## config.mk

```make
export PLATFORM = sky130hd
export DESIGN_NAME = i2cPollTop
export DESIGN_NICKNAME = d
export VERILOG_FILES = /design/src/hdl/i2cPollPkg.sv /design/src/hdl/i2cBitTimer.sv /design/src/hdl/i2cByteShifter.sv /design/src/hdl/i2cCsr.sv /design/src/hdl/i2cPollTop.sv /design/src/hdl/i2cSequencer.sv
export VERILOG_INCLUDE_DIRS = /design/src /design/src/hdl
export SDC_FILE = /design/constraint.sdc
export NUM_CORES = 1
export LEC_CHECK = 0
export BUFFER_PORTS_ARGS = -buffer_cell sky130_fd_sc_hd__buf_2
export CORE_MARGIN = 5
export CORE_UTILIZATION = 25
export CTS_CLUSTER_DIAMETER = 60
export CTS_CLUSTER_SIZE = 16
export DETAILED_ROUTE_END_ITERATION = 10
export SYNTH_ARGS = -nofsm -noshare
export SYNTH_HDL_FRONTEND = slang
export SYNTH_SLANG_ARGS = --single-unit
```

## constraint.sdc

```tcl
create_clock -name iSysClk -period 3.1 [get_ports iSysClk]
set_input_delay 0.155 -clock iSysClk [delete_from_list [all_inputs] [get_ports iSysClk]]
set_output_delay 0.155 -clock iSysClk [all_outputs]
set_load 0.01 [all_outputs]
```

## src/hdl/i2cPoll_defs.svh

```systemverilog
// Widths, APB register map and block id shared by the polling I2C master
// Included by the RTL files that need them
`ifndef I2C_POLL_DEFS_SVH
`define I2C_POLL_DEFS_SVH

// Divider and bus widths
`define I2C_DIV_WIDTH      16
`define I2C_APB_ADDR_WIDTH 12

// Address bits 11:8 select this block
`define I2C_BLOCK_ID       4'h1

// Register offsets within the block
`define I2C_REG_CTRL       8'h00
`define I2C_REG_DIV        8'h04
`define I2C_REG_SADRS      8'h08
`define I2C_REG_STATUS     8'h0C
`define I2C_REG_RES0       8'h80
`define I2C_REG_RES1       8'h84
`define I2C_REG_RES2       8'h88

// Slaves visited per polling round
`define I2C_SLAVE_COUNT    3

`endif

```

## src/hdl/i2cPollPkg.sv

```systemverilog
// Shared types of the polling I2C master
// Referenced by scoped name from the CSR and the sequencer
`default_nettype none

package i2cPollPkg;

	// Three 7-bit slave addresses, one per byte
	// Left controller sits in the low byte
	typedef struct packed {
		logic [7:0] sensor;
		logic [7:0] right;
		logic [7:0] left;
	} slaveAdrsS;

	// Same 24 bits seen as the APB word or as per-slave bytes
	typedef union packed {
		logic [23:0] word;
		slaveAdrsS   slv;
	} slaveAdrsU;

	// Sequencer states, one transaction per pass from start to gap
	typedef enum logic [2:0] {
		seqIdle,
		seqStart,
		seqAddrByte,
		seqAddrAck,
		seqDataByte,
		seqMasterAck,
		seqStop,
		seqGap
	} seqStateE;

endpackage

`default_nettype wire

```

## src/hdl/i2cBitTimer.sv

```systemverilog
// Quarter-bit tick generator for the I2C master
// Tick every divValue+1 clocks, phase counts the quarters of one SCL period
`default_nettype none
`include "i2cPoll_defs.svh"

module i2cBitTimer (
	input wire                        iSysClk,
	input wire                        rstN,
	input wire                        run,
	input wire [`I2C_DIV_WIDTH-1:0]   divValue,
	output logic                      tick,
	output logic [1:0]                phase
);

	logic [`I2C_DIV_WIDTH-1:0] cnt;

	// Down-counter, reload at zero
	// Phase seen with tick is the quarter that starts now
	always_ff @(posedge iSysClk or negedge rstN)
	begin
		if (!rstN)
		begin
			cnt   <= '0;
			phase <= 2'd0;
		end
		else if (!run)
		begin
			// Parked so the first tick comes right after run rises
			cnt   <= '0;
			phase <= 2'd0;
		end
		else if (cnt == '0)
		begin
			cnt   <= divValue;
			phase <= phase + 2'd1;
		end
		else
		begin
			cnt <= cnt - 1'b1;
		end
	end

	assign tick = run && (cnt == '0);

	// Back-to-back ticks only with a zero divider
	assert property (@(posedge iSysClk) disable iff (!rstN)
		tick |=> !tick || ($past(divValue) == '0));

endmodule

`default_nettype wire

```

## src/hdl/i2cByteShifter.sv

```systemverilog
// Byte shifter for SDA, MSB first, followed by the acknowledge bit
// Loaded by the sequencer, paced by the bit timer ticks
`default_nettype none

module i2cByteShifter (
	input wire         iSysClk,
	input wire         rstN,
	input wire         tick,
	input wire [1:0]   phase,
	input wire         shiftLoad,
	input wire         shiftDir,
	input wire [7:0]   shiftByte,
	input wire         ackOut,
	input wire         sdaIn,
	output logic       sdaDrive,
	output logic [7:0] rxByte,
	output logic       ackIn,
	output logic       byteDone,
	output logic       bitDone
);

	logic [7:0] shReg;
	logic       dirRx;
	logic       active;
	logic [3:0] bitCnt;
	logic       ackBit;

	// Bit 8 is the acknowledge slot
	assign ackBit = bitCnt == 4'd8;

	always_ff @(posedge iSysClk or negedge rstN)
	begin
		if (!rstN)
		begin
			shReg    <= 8'd0;
			dirRx    <= 1'b0;
			active   <= 1'b0;
			bitCnt   <= 4'd0;
			sdaDrive <= 1'b0;
			ackIn    <= 1'b0;
		end
		else if (shiftLoad)
		begin
			shReg  <= shiftByte;
			dirRx  <= shiftDir;
			active <= 1'b1;
			bitCnt <= 4'd0;
			ackIn  <= 1'b0;
		end
		else if (tick)
		begin
			case (phase)
				// SDA moves only while SCL is low
				2'd0:
				begin
					if (!active)
						sdaDrive <= 1'b0;
					else if (!ackBit)
						sdaDrive <= !dirRx && !shReg[7];
					else
						sdaDrive <= dirRx && ackOut;
				end
				// Sample mid high period
				2'd2:
				begin
					if (active && !ackBit)
						shReg <= {shReg[6:0], sdaIn};
					else if (active && !dirRx)
						ackIn <= !sdaIn;
				end
				2'd3:
				begin
					if (active)
						bitCnt <= bitCnt + 4'd1;
					if (active && ackBit)
						active <= 1'b0;
				end
				default:
				begin
				end
			endcase
		end
	end

	// After eight samples the register holds the received byte
	assign rxByte   = shReg;
	// Strobes at the end of the last data bit and of the ack bit
	assign byteDone = active && tick && phase == 2'd3 && bitCnt == 4'd7;
	assign bitDone  = active && tick && phase == 2'd3 && ackBit;

endmodule

`default_nettype wire

```

## src/hdl/i2cCsr.sv

```systemverilog
// APB register block of the polling I2C master
// Holds control, divider, slave addresses, sticky nack and the three results
`default_nettype none
`include "i2cPoll_defs.svh"

module i2cCsr (
	input wire                           iSysClk,
	input wire                           rstN,
	// APB slave side
	input wire                           pSel,
	input wire                           pEnable,
	input wire                           pWrite,
	input wire [`I2C_APB_ADDR_WIDTH-1:0] pAddr,
	input wire [31:0]                    pWData,
	output logic [31:0]                  pRData,
	output logic                         pReady,
	output logic                         pSlvErr,
	// Status and results from the sequencer
	input wire                           busy,
	input wire                           resultValid,
	input wire [1:0]                     resultIdx,
	input wire [15:0]                    resultData,
	input wire                           nackPulse,
	// Configuration out
	output logic                         enable,
	output logic [`I2C_DIV_WIDTH-1:0]    divValue,
	output i2cPollPkg::slaveAdrsU        slaveAdrs
);

	logic        nackReg;
	logic [15:0] resultReg [`I2C_SLAVE_COUNT];
	logic        access;
	logic        mapped;
	logic        wrEn;
	logic        nackClr;
	logic [7:0]  offset;
	logic [31:0] readData;

	// ----------------------------------------
	// Access decode
	// ----------------------------------------
	assign access = pSel && pEnable;
	assign offset = pAddr[7:0];
	assign pReady = 1'b1;

	always_comb
	begin
		mapped   = pAddr[11:8] == `I2C_BLOCK_ID;
		readData = '0;
		case (offset)
			`I2C_REG_CTRL:   readData = {31'd0, enable};
			`I2C_REG_DIV:    readData = {{(32 - `I2C_DIV_WIDTH){1'b0}}, divValue};
			`I2C_REG_SADRS:  readData = {8'd0, slaveAdrs.word};
			`I2C_REG_STATUS: readData = {30'd0, nackReg, busy};
			`I2C_REG_RES0:   readData = {16'd0, resultReg[0]};
			`I2C_REG_RES1:   readData = {16'd0, resultReg[1]};
			`I2C_REG_RES2:   readData = {16'd0, resultReg[2]};
			default:         mapped   = 1'b0;
		endcase
	end

	// Read data valid throughout the access cycle
	assign pRData  = readData;
	assign pSlvErr = access && !mapped;
	assign wrEn    = access && pWrite && mapped;
	// Write 1 to status bit 1 clears nack
	assign nackClr = wrEn && (offset == `I2C_REG_STATUS) && pWData[1];

	// ----------------------------------------
	// Registers
	// ----------------------------------------
	always_ff @(posedge iSysClk or negedge rstN)
	begin
		if (!rstN)
		begin
			enable    <= 1'b0;
			divValue  <= '0;
			slaveAdrs <= '0;
			nackReg   <= 1'b0;
			for (int i = 0; i < `I2C_SLAVE_COUNT; i++)
				resultReg[i] <= '0;
		end
		else
		begin
			if (wrEn && offset == `I2C_REG_CTRL)
				enable <= pWData[0];
			if (wrEn && offset == `I2C_REG_DIV)
				divValue <= pWData[`I2C_DIV_WIDTH-1:0];
			if (wrEn && offset == `I2C_REG_SADRS)
				slaveAdrs.word <= pWData[23:0];
			// Set beats clear in the same cycle
			if (nackPulse)
				nackReg <= 1'b1;
			else if (nackClr)
				nackReg <= 1'b0;
			if (resultValid && resultIdx < 2'(`I2C_SLAVE_COUNT))
				resultReg[resultIdx] <= resultData;
		end
	end

	// APB access phase always preceded by a selected cycle
	assert property (@(posedge iSysClk) disable iff (!rstN) pEnable |-> $past(pSel));

endmodule

`default_nettype wire

```

## src/hdl/i2cPollTop.sv

```systemverilog
// Top of the polling I2C master with its APB register block
// Open-drain pins as pull-low enables plus sampled inputs
`default_nettype none
`include "i2cPoll_defs.svh"

module i2cPollTop (
	input wire                           iSysClk,
	input wire                           rstN,
	// APB
	input wire                           pSel,
	input wire                           pEnable,
	input wire                           pWrite,
	input wire [`I2C_APB_ADDR_WIDTH-1:0] pAddr,
	input wire [31:0]                    pWData,
	output logic [31:0]                  pRData,
	output logic                         pReady,
	output logic                         pSlvErr,
	// I2C pins
	output logic                         sclLow,
	output logic                         sdaLow,
	input wire                           sclIn,
	input wire                           sdaIn
);

	logic                      enable;
	logic [`I2C_DIV_WIDTH-1:0] divValue;
	i2cPollPkg::slaveAdrsU     slaveAdrs;
	logic                      busy;
	logic                      resultValid;
	logic [1:0]                resultIdx;
	logic [15:0]               resultData;
	logic                      nackPulse;
	logic                      timerRun;
	logic                      tick;
	logic [1:0]                phase;
	logic                      shiftLoad;
	logic                      shiftDir;
	logic [7:0]                shiftByte;
	logic                      ackOut;
	logic                      sdaDrive;
	logic [7:0]                rxByte;
	logic                      ackIn;
	logic                      byteDone;
	logic                      bitDone;
	// SCL input unused without clock stretching, observed only
	logic                      sclSeen;

	assign sclSeen = sclIn;

	i2cCsr csr0 (
		.iSysClk, .rstN, .pSel, .pEnable, .pWrite, .pAddr, .pWData,
		.pRData, .pReady, .pSlvErr, .busy, .resultValid, .resultIdx,
		.resultData, .nackPulse, .enable, .divValue, .slaveAdrs
	);

	i2cBitTimer timer0 (
		.iSysClk, .rstN, .run(timerRun), .divValue, .tick, .phase
	);

	i2cByteShifter shifter0 (
		.iSysClk, .rstN, .tick, .phase, .shiftLoad, .shiftDir, .shiftByte,
		.ackOut, .sdaIn, .sdaDrive, .rxByte, .ackIn, .byteDone, .bitDone
	);

	i2cSequencer seq0 (
		.iSysClk, .rstN, .enable, .slaveAdrs, .tick, .phase, .rxByte, .ackIn,
		.byteDone, .bitDone, .sdaDrive, .timerRun, .shiftLoad, .shiftDir,
		.shiftByte, .ackOut, .sclLow, .sdaLow, .busy, .resultValid,
		.resultIdx, .resultData, .nackPulse
	);

	// Master never drives SCL low while it is released
	assert property (@(posedge iSysClk) disable iff (!rstN)
		(!sclLow && !$past(sclLow)) |-> (sclSeen || !busy || $isunknown(sclSeen)));

endmodule

`default_nettype wire

```

## src/hdl/i2cSequencer.sv

```systemverilog
// Transaction FSM of the polling I2C master
// Start, address with read bit, two data bytes, stop and gap for each slave in turn
`default_nettype none
`include "i2cPoll_defs.svh"

module i2cSequencer (
	input wire                       iSysClk,
	input wire                       rstN,
	input wire                       enable,
	input wire i2cPollPkg::slaveAdrsU slaveAdrs,
	input wire                       tick,
	input wire [1:0]                 phase,
	input wire [7:0]                 rxByte,
	input wire                       ackIn,
	input wire                       byteDone,
	input wire                       bitDone,
	input wire                       sdaDrive,
	output logic                     timerRun,
	output logic                     shiftLoad,
	output logic                     shiftDir,
	output logic [7:0]               shiftByte,
	output logic                     ackOut,
	output logic                     sclLow,
	output logic                     sdaLow,
	output logic                     busy,
	output logic                     resultValid,
	output logic [1:0]               resultIdx,
	output logic [15:0]              resultData,
	output logic                     nackPulse
);

	i2cPollPkg::seqStateE state;
	logic       byteSel;
	logic       nackSeen;
	logic       holdLow;
	logic [1:0] idx;
	logic [7:0] curAdrs;
	logic       endBit;

	assign endBit = tick && phase == 2'd3;

	// Pick the address byte of the current slave
	always_comb
	begin
		case (idx)
			2'd1:    curAdrs = slaveAdrs.slv.right;
			2'd2:    curAdrs = slaveAdrs.slv.sensor;
			default: curAdrs = slaveAdrs.slv.left;
		endcase
	end

	// ----------------------------------------
	// Shifter control
	// ----------------------------------------
	// Load lands on the edge that ends the previous bit
	assign shiftLoad = (state == i2cPollPkg::seqStart && endBit)
		|| (state == i2cPollPkg::seqAddrAck && bitDone && ackIn)
		|| (state == i2cPollPkg::seqMasterAck && bitDone && !byteSel);
	assign shiftDir  = state != i2cPollPkg::seqStart;
	assign shiftByte = {curAdrs[6:0], 1'b1};
	// ACK after the high byte, NACK after the low byte
	assign ackOut    = state == i2cPollPkg::seqMasterAck && !byteSel;

	assign busy      = state != i2cPollPkg::seqIdle;
	assign timerRun  = state != i2cPollPkg::seqIdle;
	// Start and stop levels merged with the shifter drive
	assign sdaLow    = sdaDrive || holdLow;

	// ----------------------------------------
	// State machine
	// ----------------------------------------
	always_ff @(posedge iSysClk or negedge rstN)
	begin
		if (!rstN)
		begin
			state       <= i2cPollPkg::seqIdle;
			byteSel     <= 1'b0;
			nackSeen    <= 1'b0;
			holdLow     <= 1'b0;
			idx         <= 2'd0;
			sclLow      <= 1'b0;
			resultValid <= 1'b0;
			resultIdx   <= 2'd0;
			resultData  <= 16'd0;
			nackPulse   <= 1'b0;
		end
		else
		begin
			resultValid <= 1'b0;
			nackPulse   <= 1'b0;
			// SCL released on phases 1 and 2
			if (tick && phase == 2'd1)
				sclLow <= 1'b0;
			if (endBit && state inside {i2cPollPkg::seqStart, i2cPollPkg::seqAddrByte,
				i2cPollPkg::seqAddrAck, i2cPollPkg::seqDataByte, i2cPollPkg::seqMasterAck})
				sclLow <= 1'b1;
			// Hold released once the first address bit takes over
			if (tick && phase == 2'd0 && state != i2cPollPkg::seqStop)
				holdLow <= 1'b0;
			case (state)
				i2cPollPkg::seqIdle:
				begin
					nackSeen <= 1'b0;
					if (enable)
						state <= i2cPollPkg::seqStart;
				end
				i2cPollPkg::seqStart:
				begin
					// SDA falls with SCL high
					if (tick && phase == 2'd2)
						holdLow <= 1'b1;
					if (endBit)
						state <= i2cPollPkg::seqAddrByte;
				end
				i2cPollPkg::seqAddrByte:
				begin
					if (byteDone)
						state <= i2cPollPkg::seqAddrAck;
				end
				i2cPollPkg::seqAddrAck:
				begin
					if (bitDone && ackIn)
					begin
						byteSel <= 1'b0;
						state   <= i2cPollPkg::seqDataByte;
					end
					else if (bitDone)
					begin
						// No slave answered
						nackPulse <= 1'b1;
						nackSeen  <= 1'b1;
						state     <= i2cPollPkg::seqStop;
					end
				end
				i2cPollPkg::seqDataByte:
				begin
					if (byteDone)
						state <= i2cPollPkg::seqMasterAck;
				end
				i2cPollPkg::seqMasterAck:
				begin
					if (bitDone && !byteSel)
					begin
						resultData[15:8] <= rxByte;
						byteSel          <= 1'b1;
						state            <= i2cPollPkg::seqDataByte;
					end
					else if (bitDone)
					begin
						resultData[7:0] <= rxByte;
						state           <= i2cPollPkg::seqStop;
					end
				end
				i2cPollPkg::seqStop:
				begin
					// Low while SCL low, then rise with SCL high
					if (tick && phase == 2'd0)
						holdLow <= 1'b1;
					if (tick && phase == 2'd2)
						holdLow <= 1'b0;
					if (endBit)
						state <= i2cPollPkg::seqGap;
				end
				i2cPollPkg::seqGap:
				begin
					if (endBit)
					begin
						resultValid <= !nackSeen;
						// Slot of the finished slave goes out with the strobe
						resultIdx   <= idx;
						nackSeen    <= 1'b0;
						idx         <= (idx == 2'(`I2C_SLAVE_COUNT - 1)) ? 2'd0 : idx + 2'd1;
						state       <= enable ? i2cPollPkg::seqStart : i2cPollPkg::seqIdle;
					end
				end
				default:
					state <= i2cPollPkg::seqIdle;
			endcase
		end
	end

	// Data line moves under a high clock only for start and stop
	assert property (@(posedge iSysClk) disable iff (!rstN)
		(!sclLow && !$past(sclLow) && sdaLow != $past(sdaLow))
		|-> (state == i2cPollPkg::seqStart || state == i2cPollPkg::seqStop));

endmodule

`default_nettype wire

```

==> flow_metrics.tcl <==
set metrics [dict create \
    antenna_found_initial 0 \
    nets 792 \
    crit_chain "or4_1 -> nor4_4 -> nand2_2 -> nor3_4 -> mux2_2" \
    cts_resized 0 \
    route.detailed.drc 0 \
    via_per_inst 4.82 \
    dieWidth_um 183 \
    nFillCells 3023 \
    ys_seq_area_frac 0.514 \
    diodes 0 \
    crit_required_ps 3420 \
    drtIter0Drc 527 \
    grt_first_pass_wirelength_um 32400 \
    wl_per_cell_um 18.4 \
    instances_no_fill 1132 \
    fin_crit_sh 0.854 \
    clock_skew_ps 10.3 \
    min_period_ps 2650 \
    synth_area_leaders "dfrtp_1 (51%), mux2_2 (17%), mux2i_1 (2.4%), a22oi_1 (2.3%), o21ai_0 (2.3%)" \
    path_buf_inv 0 \
    synth.distinct_cells 52 \
    worst_hold_slack_ps 30.8 \
    path_class "reg -> reg" \
    tns_ps 0 \
    dpl_cell_area_um2 8290 \
    critPathSlowestCell "or4_1" \
    cts_made_buffers 17 \
    p_seq_frac 0.464 \
    place_inst 1075 \
    die_area_um2 33300 \
    max_stage_delay_ps 700 \
    syn_area_um2 7440 \
    synth_warnings 0 \
    dp_hpwl_um 14000 \
    powerDensity_nw_per_um2 470 \
    hold_class "in -> reg" \
    clkLatencyLatePin_ps 440 \
    fin_area_um2 9160 \
    core_um2 29600 \
    place_congestion 0.864 \
    finalSetupViolCount 0 \
    switchingPower_mw 0.943 \
    row_count 63 \
    die_h_um 183 \
    grt_setup_unrepaired "false" \
    worst-slew-pin-transition_ps 856 \
    status "completed" \
    leakagePower_nw 4.37 \
    clkSinkCount 153 \
    hold_viol 0 \
    netSwitchingFraction 0.219 \
    yosys-top-cells-count "dfrtp_1 (153), mux2_2 (111), nor2_1 (34), o21ai_0 (34), nand2_1 (32)" \
    io_pins 87 \
    grt_pass1_vias 5460 \
    via_count 5460 \
    yosys.area.top_type "dfrtp_1" \
    irDropWorstVdd_mv 0.367 \
    synth_edf_count 0 \
    cts_tree "done" \
    drt.antenna.violating_nets 0 \
    cts_buffer_depth 2 \
    cp.arrival_ps 2960 \
    ys_seq_elements 153 \
    track_usage 0.125 \
    maxSlewViolCount 0 \
    p_int_mw 3.36 \
    synth.top_cell.area_share 0.514 \
    clkPwrFrac 0.506 \
    yosysMostFrequentCell "dfrtp_1" \
    cts_root_buffer "clkbuf_16" \
    multi_input_area_um2 3410 \
    clk_transition_reported_paths_ps 60 \
    start_kind "flop" \
    drt_pass1_iterations 6 \
    max-cap-violations 0 \
    p_comb_frac 0.030 \
    regArea_um2 3830 \
    fmax_ghz 0.378 \
    path_delay_family "simple AND/OR/NAND/NOR gates" \
    slew_headroom 0.430 \
    area_growth_pct 23.0 \
    drive_above_1_share 0.329 \
    h-tree-depth 4 \
    synth-async-reset-ratio 1.00 \
    cp-end-kind "flop" \
    synth-main-ff-cell "dfrtp_1" \
    floorplan.initialDensity 0.252 \
    grt_max_degree 88 \
    syn_inst 632 \
    port_buffers 68 \
    postSynthAreaPerCell_um2 11.8 \
    worstPathMaxFanout 8 \
    wl_um 20800 \
    overflow 0 \
]
==> registers in the layout, indices dropped and copies added, names as in the netlist, 2 cells and up <==
register	flops
seq0.resultData	16
csr0.slaveAdrs	24
csr0.divValue	16
seq0.resultIdx	2
seq0.state	3
shifter0.bitCnt	4
shifter0.rxByte	8
timer0.cnt	16
seq0.idx	2
csr0.resultReg	48
timer0.phase	2
==> metrics by stage <==
step / total power, mW / util / setup WS, ps
6_report: 4.31 / 0.310 / 454
5_1_grt: 4.44 / 0.310 / 350
4_1_cts: 4.35 / 0.310 / 452
3_5_place_dp: 2.14 / 0.280 / 495
3_3_place_gp: 2.14 / 0.280 / 506
2_1_floorplan: 2.06 / - / 715
==> cell usage in the layout (no fill, tap or decap), types with 12 or more instances in the layout <==
| cell type | Yosys | routed |
|---|---|---|
| buf_2 | 6 | 67 |
| ha_1 | 12 | 12 |
| clkbuf_16 | 0 | 17 |
| dlygate4sd3_1 | 0 | 25 |
| mux2i_1 | 18 | 18 |
| and2_1 | 13 | 13 |
| a22oi_1 | 23 | 23 |
| a222oi_1 | 14 | 14 |
| buf_4 | 11 | 17 |
| inv_1 | 12 | 12 |
| nand2_1 | 32 | 32 |
| nor2_1 | 34 | 34 |
| dfrtp_1 | 153 | 153 |
| mux2_2 | 111 | 111 |
| o21ai_0 | 34 | 34 |
| a211oi_1 | 12 | 12 |
==> kinds of logic (layout without fill, tap and decap cells) <==
| logic type | after synthesis | after routing | share of synthesized area |
|---|---|---|---|
| other cells | 2 | 9 | 0.00101 |
| simple gates | 155 | 155 | 0.116 |
| xor+xnor | 16 | 16 | 0.0188 |
| buf+inv | 53 | 156 | 0.0333 |
| fa+ha+maj | 13 | 13 | 0.0215 |
| flops | 153 | 153 | 0.514 |
| mux | 129 | 129 | 0.192 |
| compound gates | 111 | 111 | 0.103 |
==> per-layer routing <==
layer  wire [um]  track usage
met1        9210        0.164
met5           0            0
met3         911       0.0253
met4         371       0.0405
met2       10300        0.207
==> power groups by stage <==
| stage | sequential [mW] | clock [mW] | combinational (mW) |
|---|---|---|---|
| 2_1_floorplan | 2.04 | 0 | 0.0284 |
| 3_3_place_gp | 2.04 | 0 | 0.106 |
| 3_5_place_dp | 2.04 | 0 | 0.107 |
| 4_1_cts | 2.00 | 2.22 | 0.133 |
| 5_1_grt | 2.00 | 2.30 | 0.146 |
| 6_report | 2.00 | 2.18 | 0.129 |
==> what timing repair did <==
| item | CTS | global route |
|---|---|---|
| endpoints found under the hold margin | 124 | 0 |
| setup buffers | 0 | 0 |
| hold buffers | 25 | 0 |
==> path summary, 6_finish.rpt <==
check / start / end / slack, ps / depth (start not counted)
worst max register to register: timer0.cnt[6] / seq0.resultData[1] / 450 / 5
worst max-delay path: timer0.cnt[6] / seq0.resultData[1] / 450 / 5
max in group asynchronous: rstN / shifter0.rxByte[7] / 1940 / 3
worst min register to register: seq0.nackPulse / csr0.nackReg / 440 / 1
min in group asynchronous: rstN / seq0.resultData[8] / 360 / 2
worst min-delay path: pWData[12] / csr0.slaveAdrs[12] / 30 / 2
==> area by class of cell <==
cell class | instances | area share
inverter | 12 | 0.00492
timing repair buffer | 112 | 0.0835
sequential | 153 | 0.418
multi-input combinational | 433 | 0.372
clock inverter | 13 | 0.0183
clock buffer | 19 | 0.0495
tap | 390 | 0.0533
(Power assumes the default switching activity.)
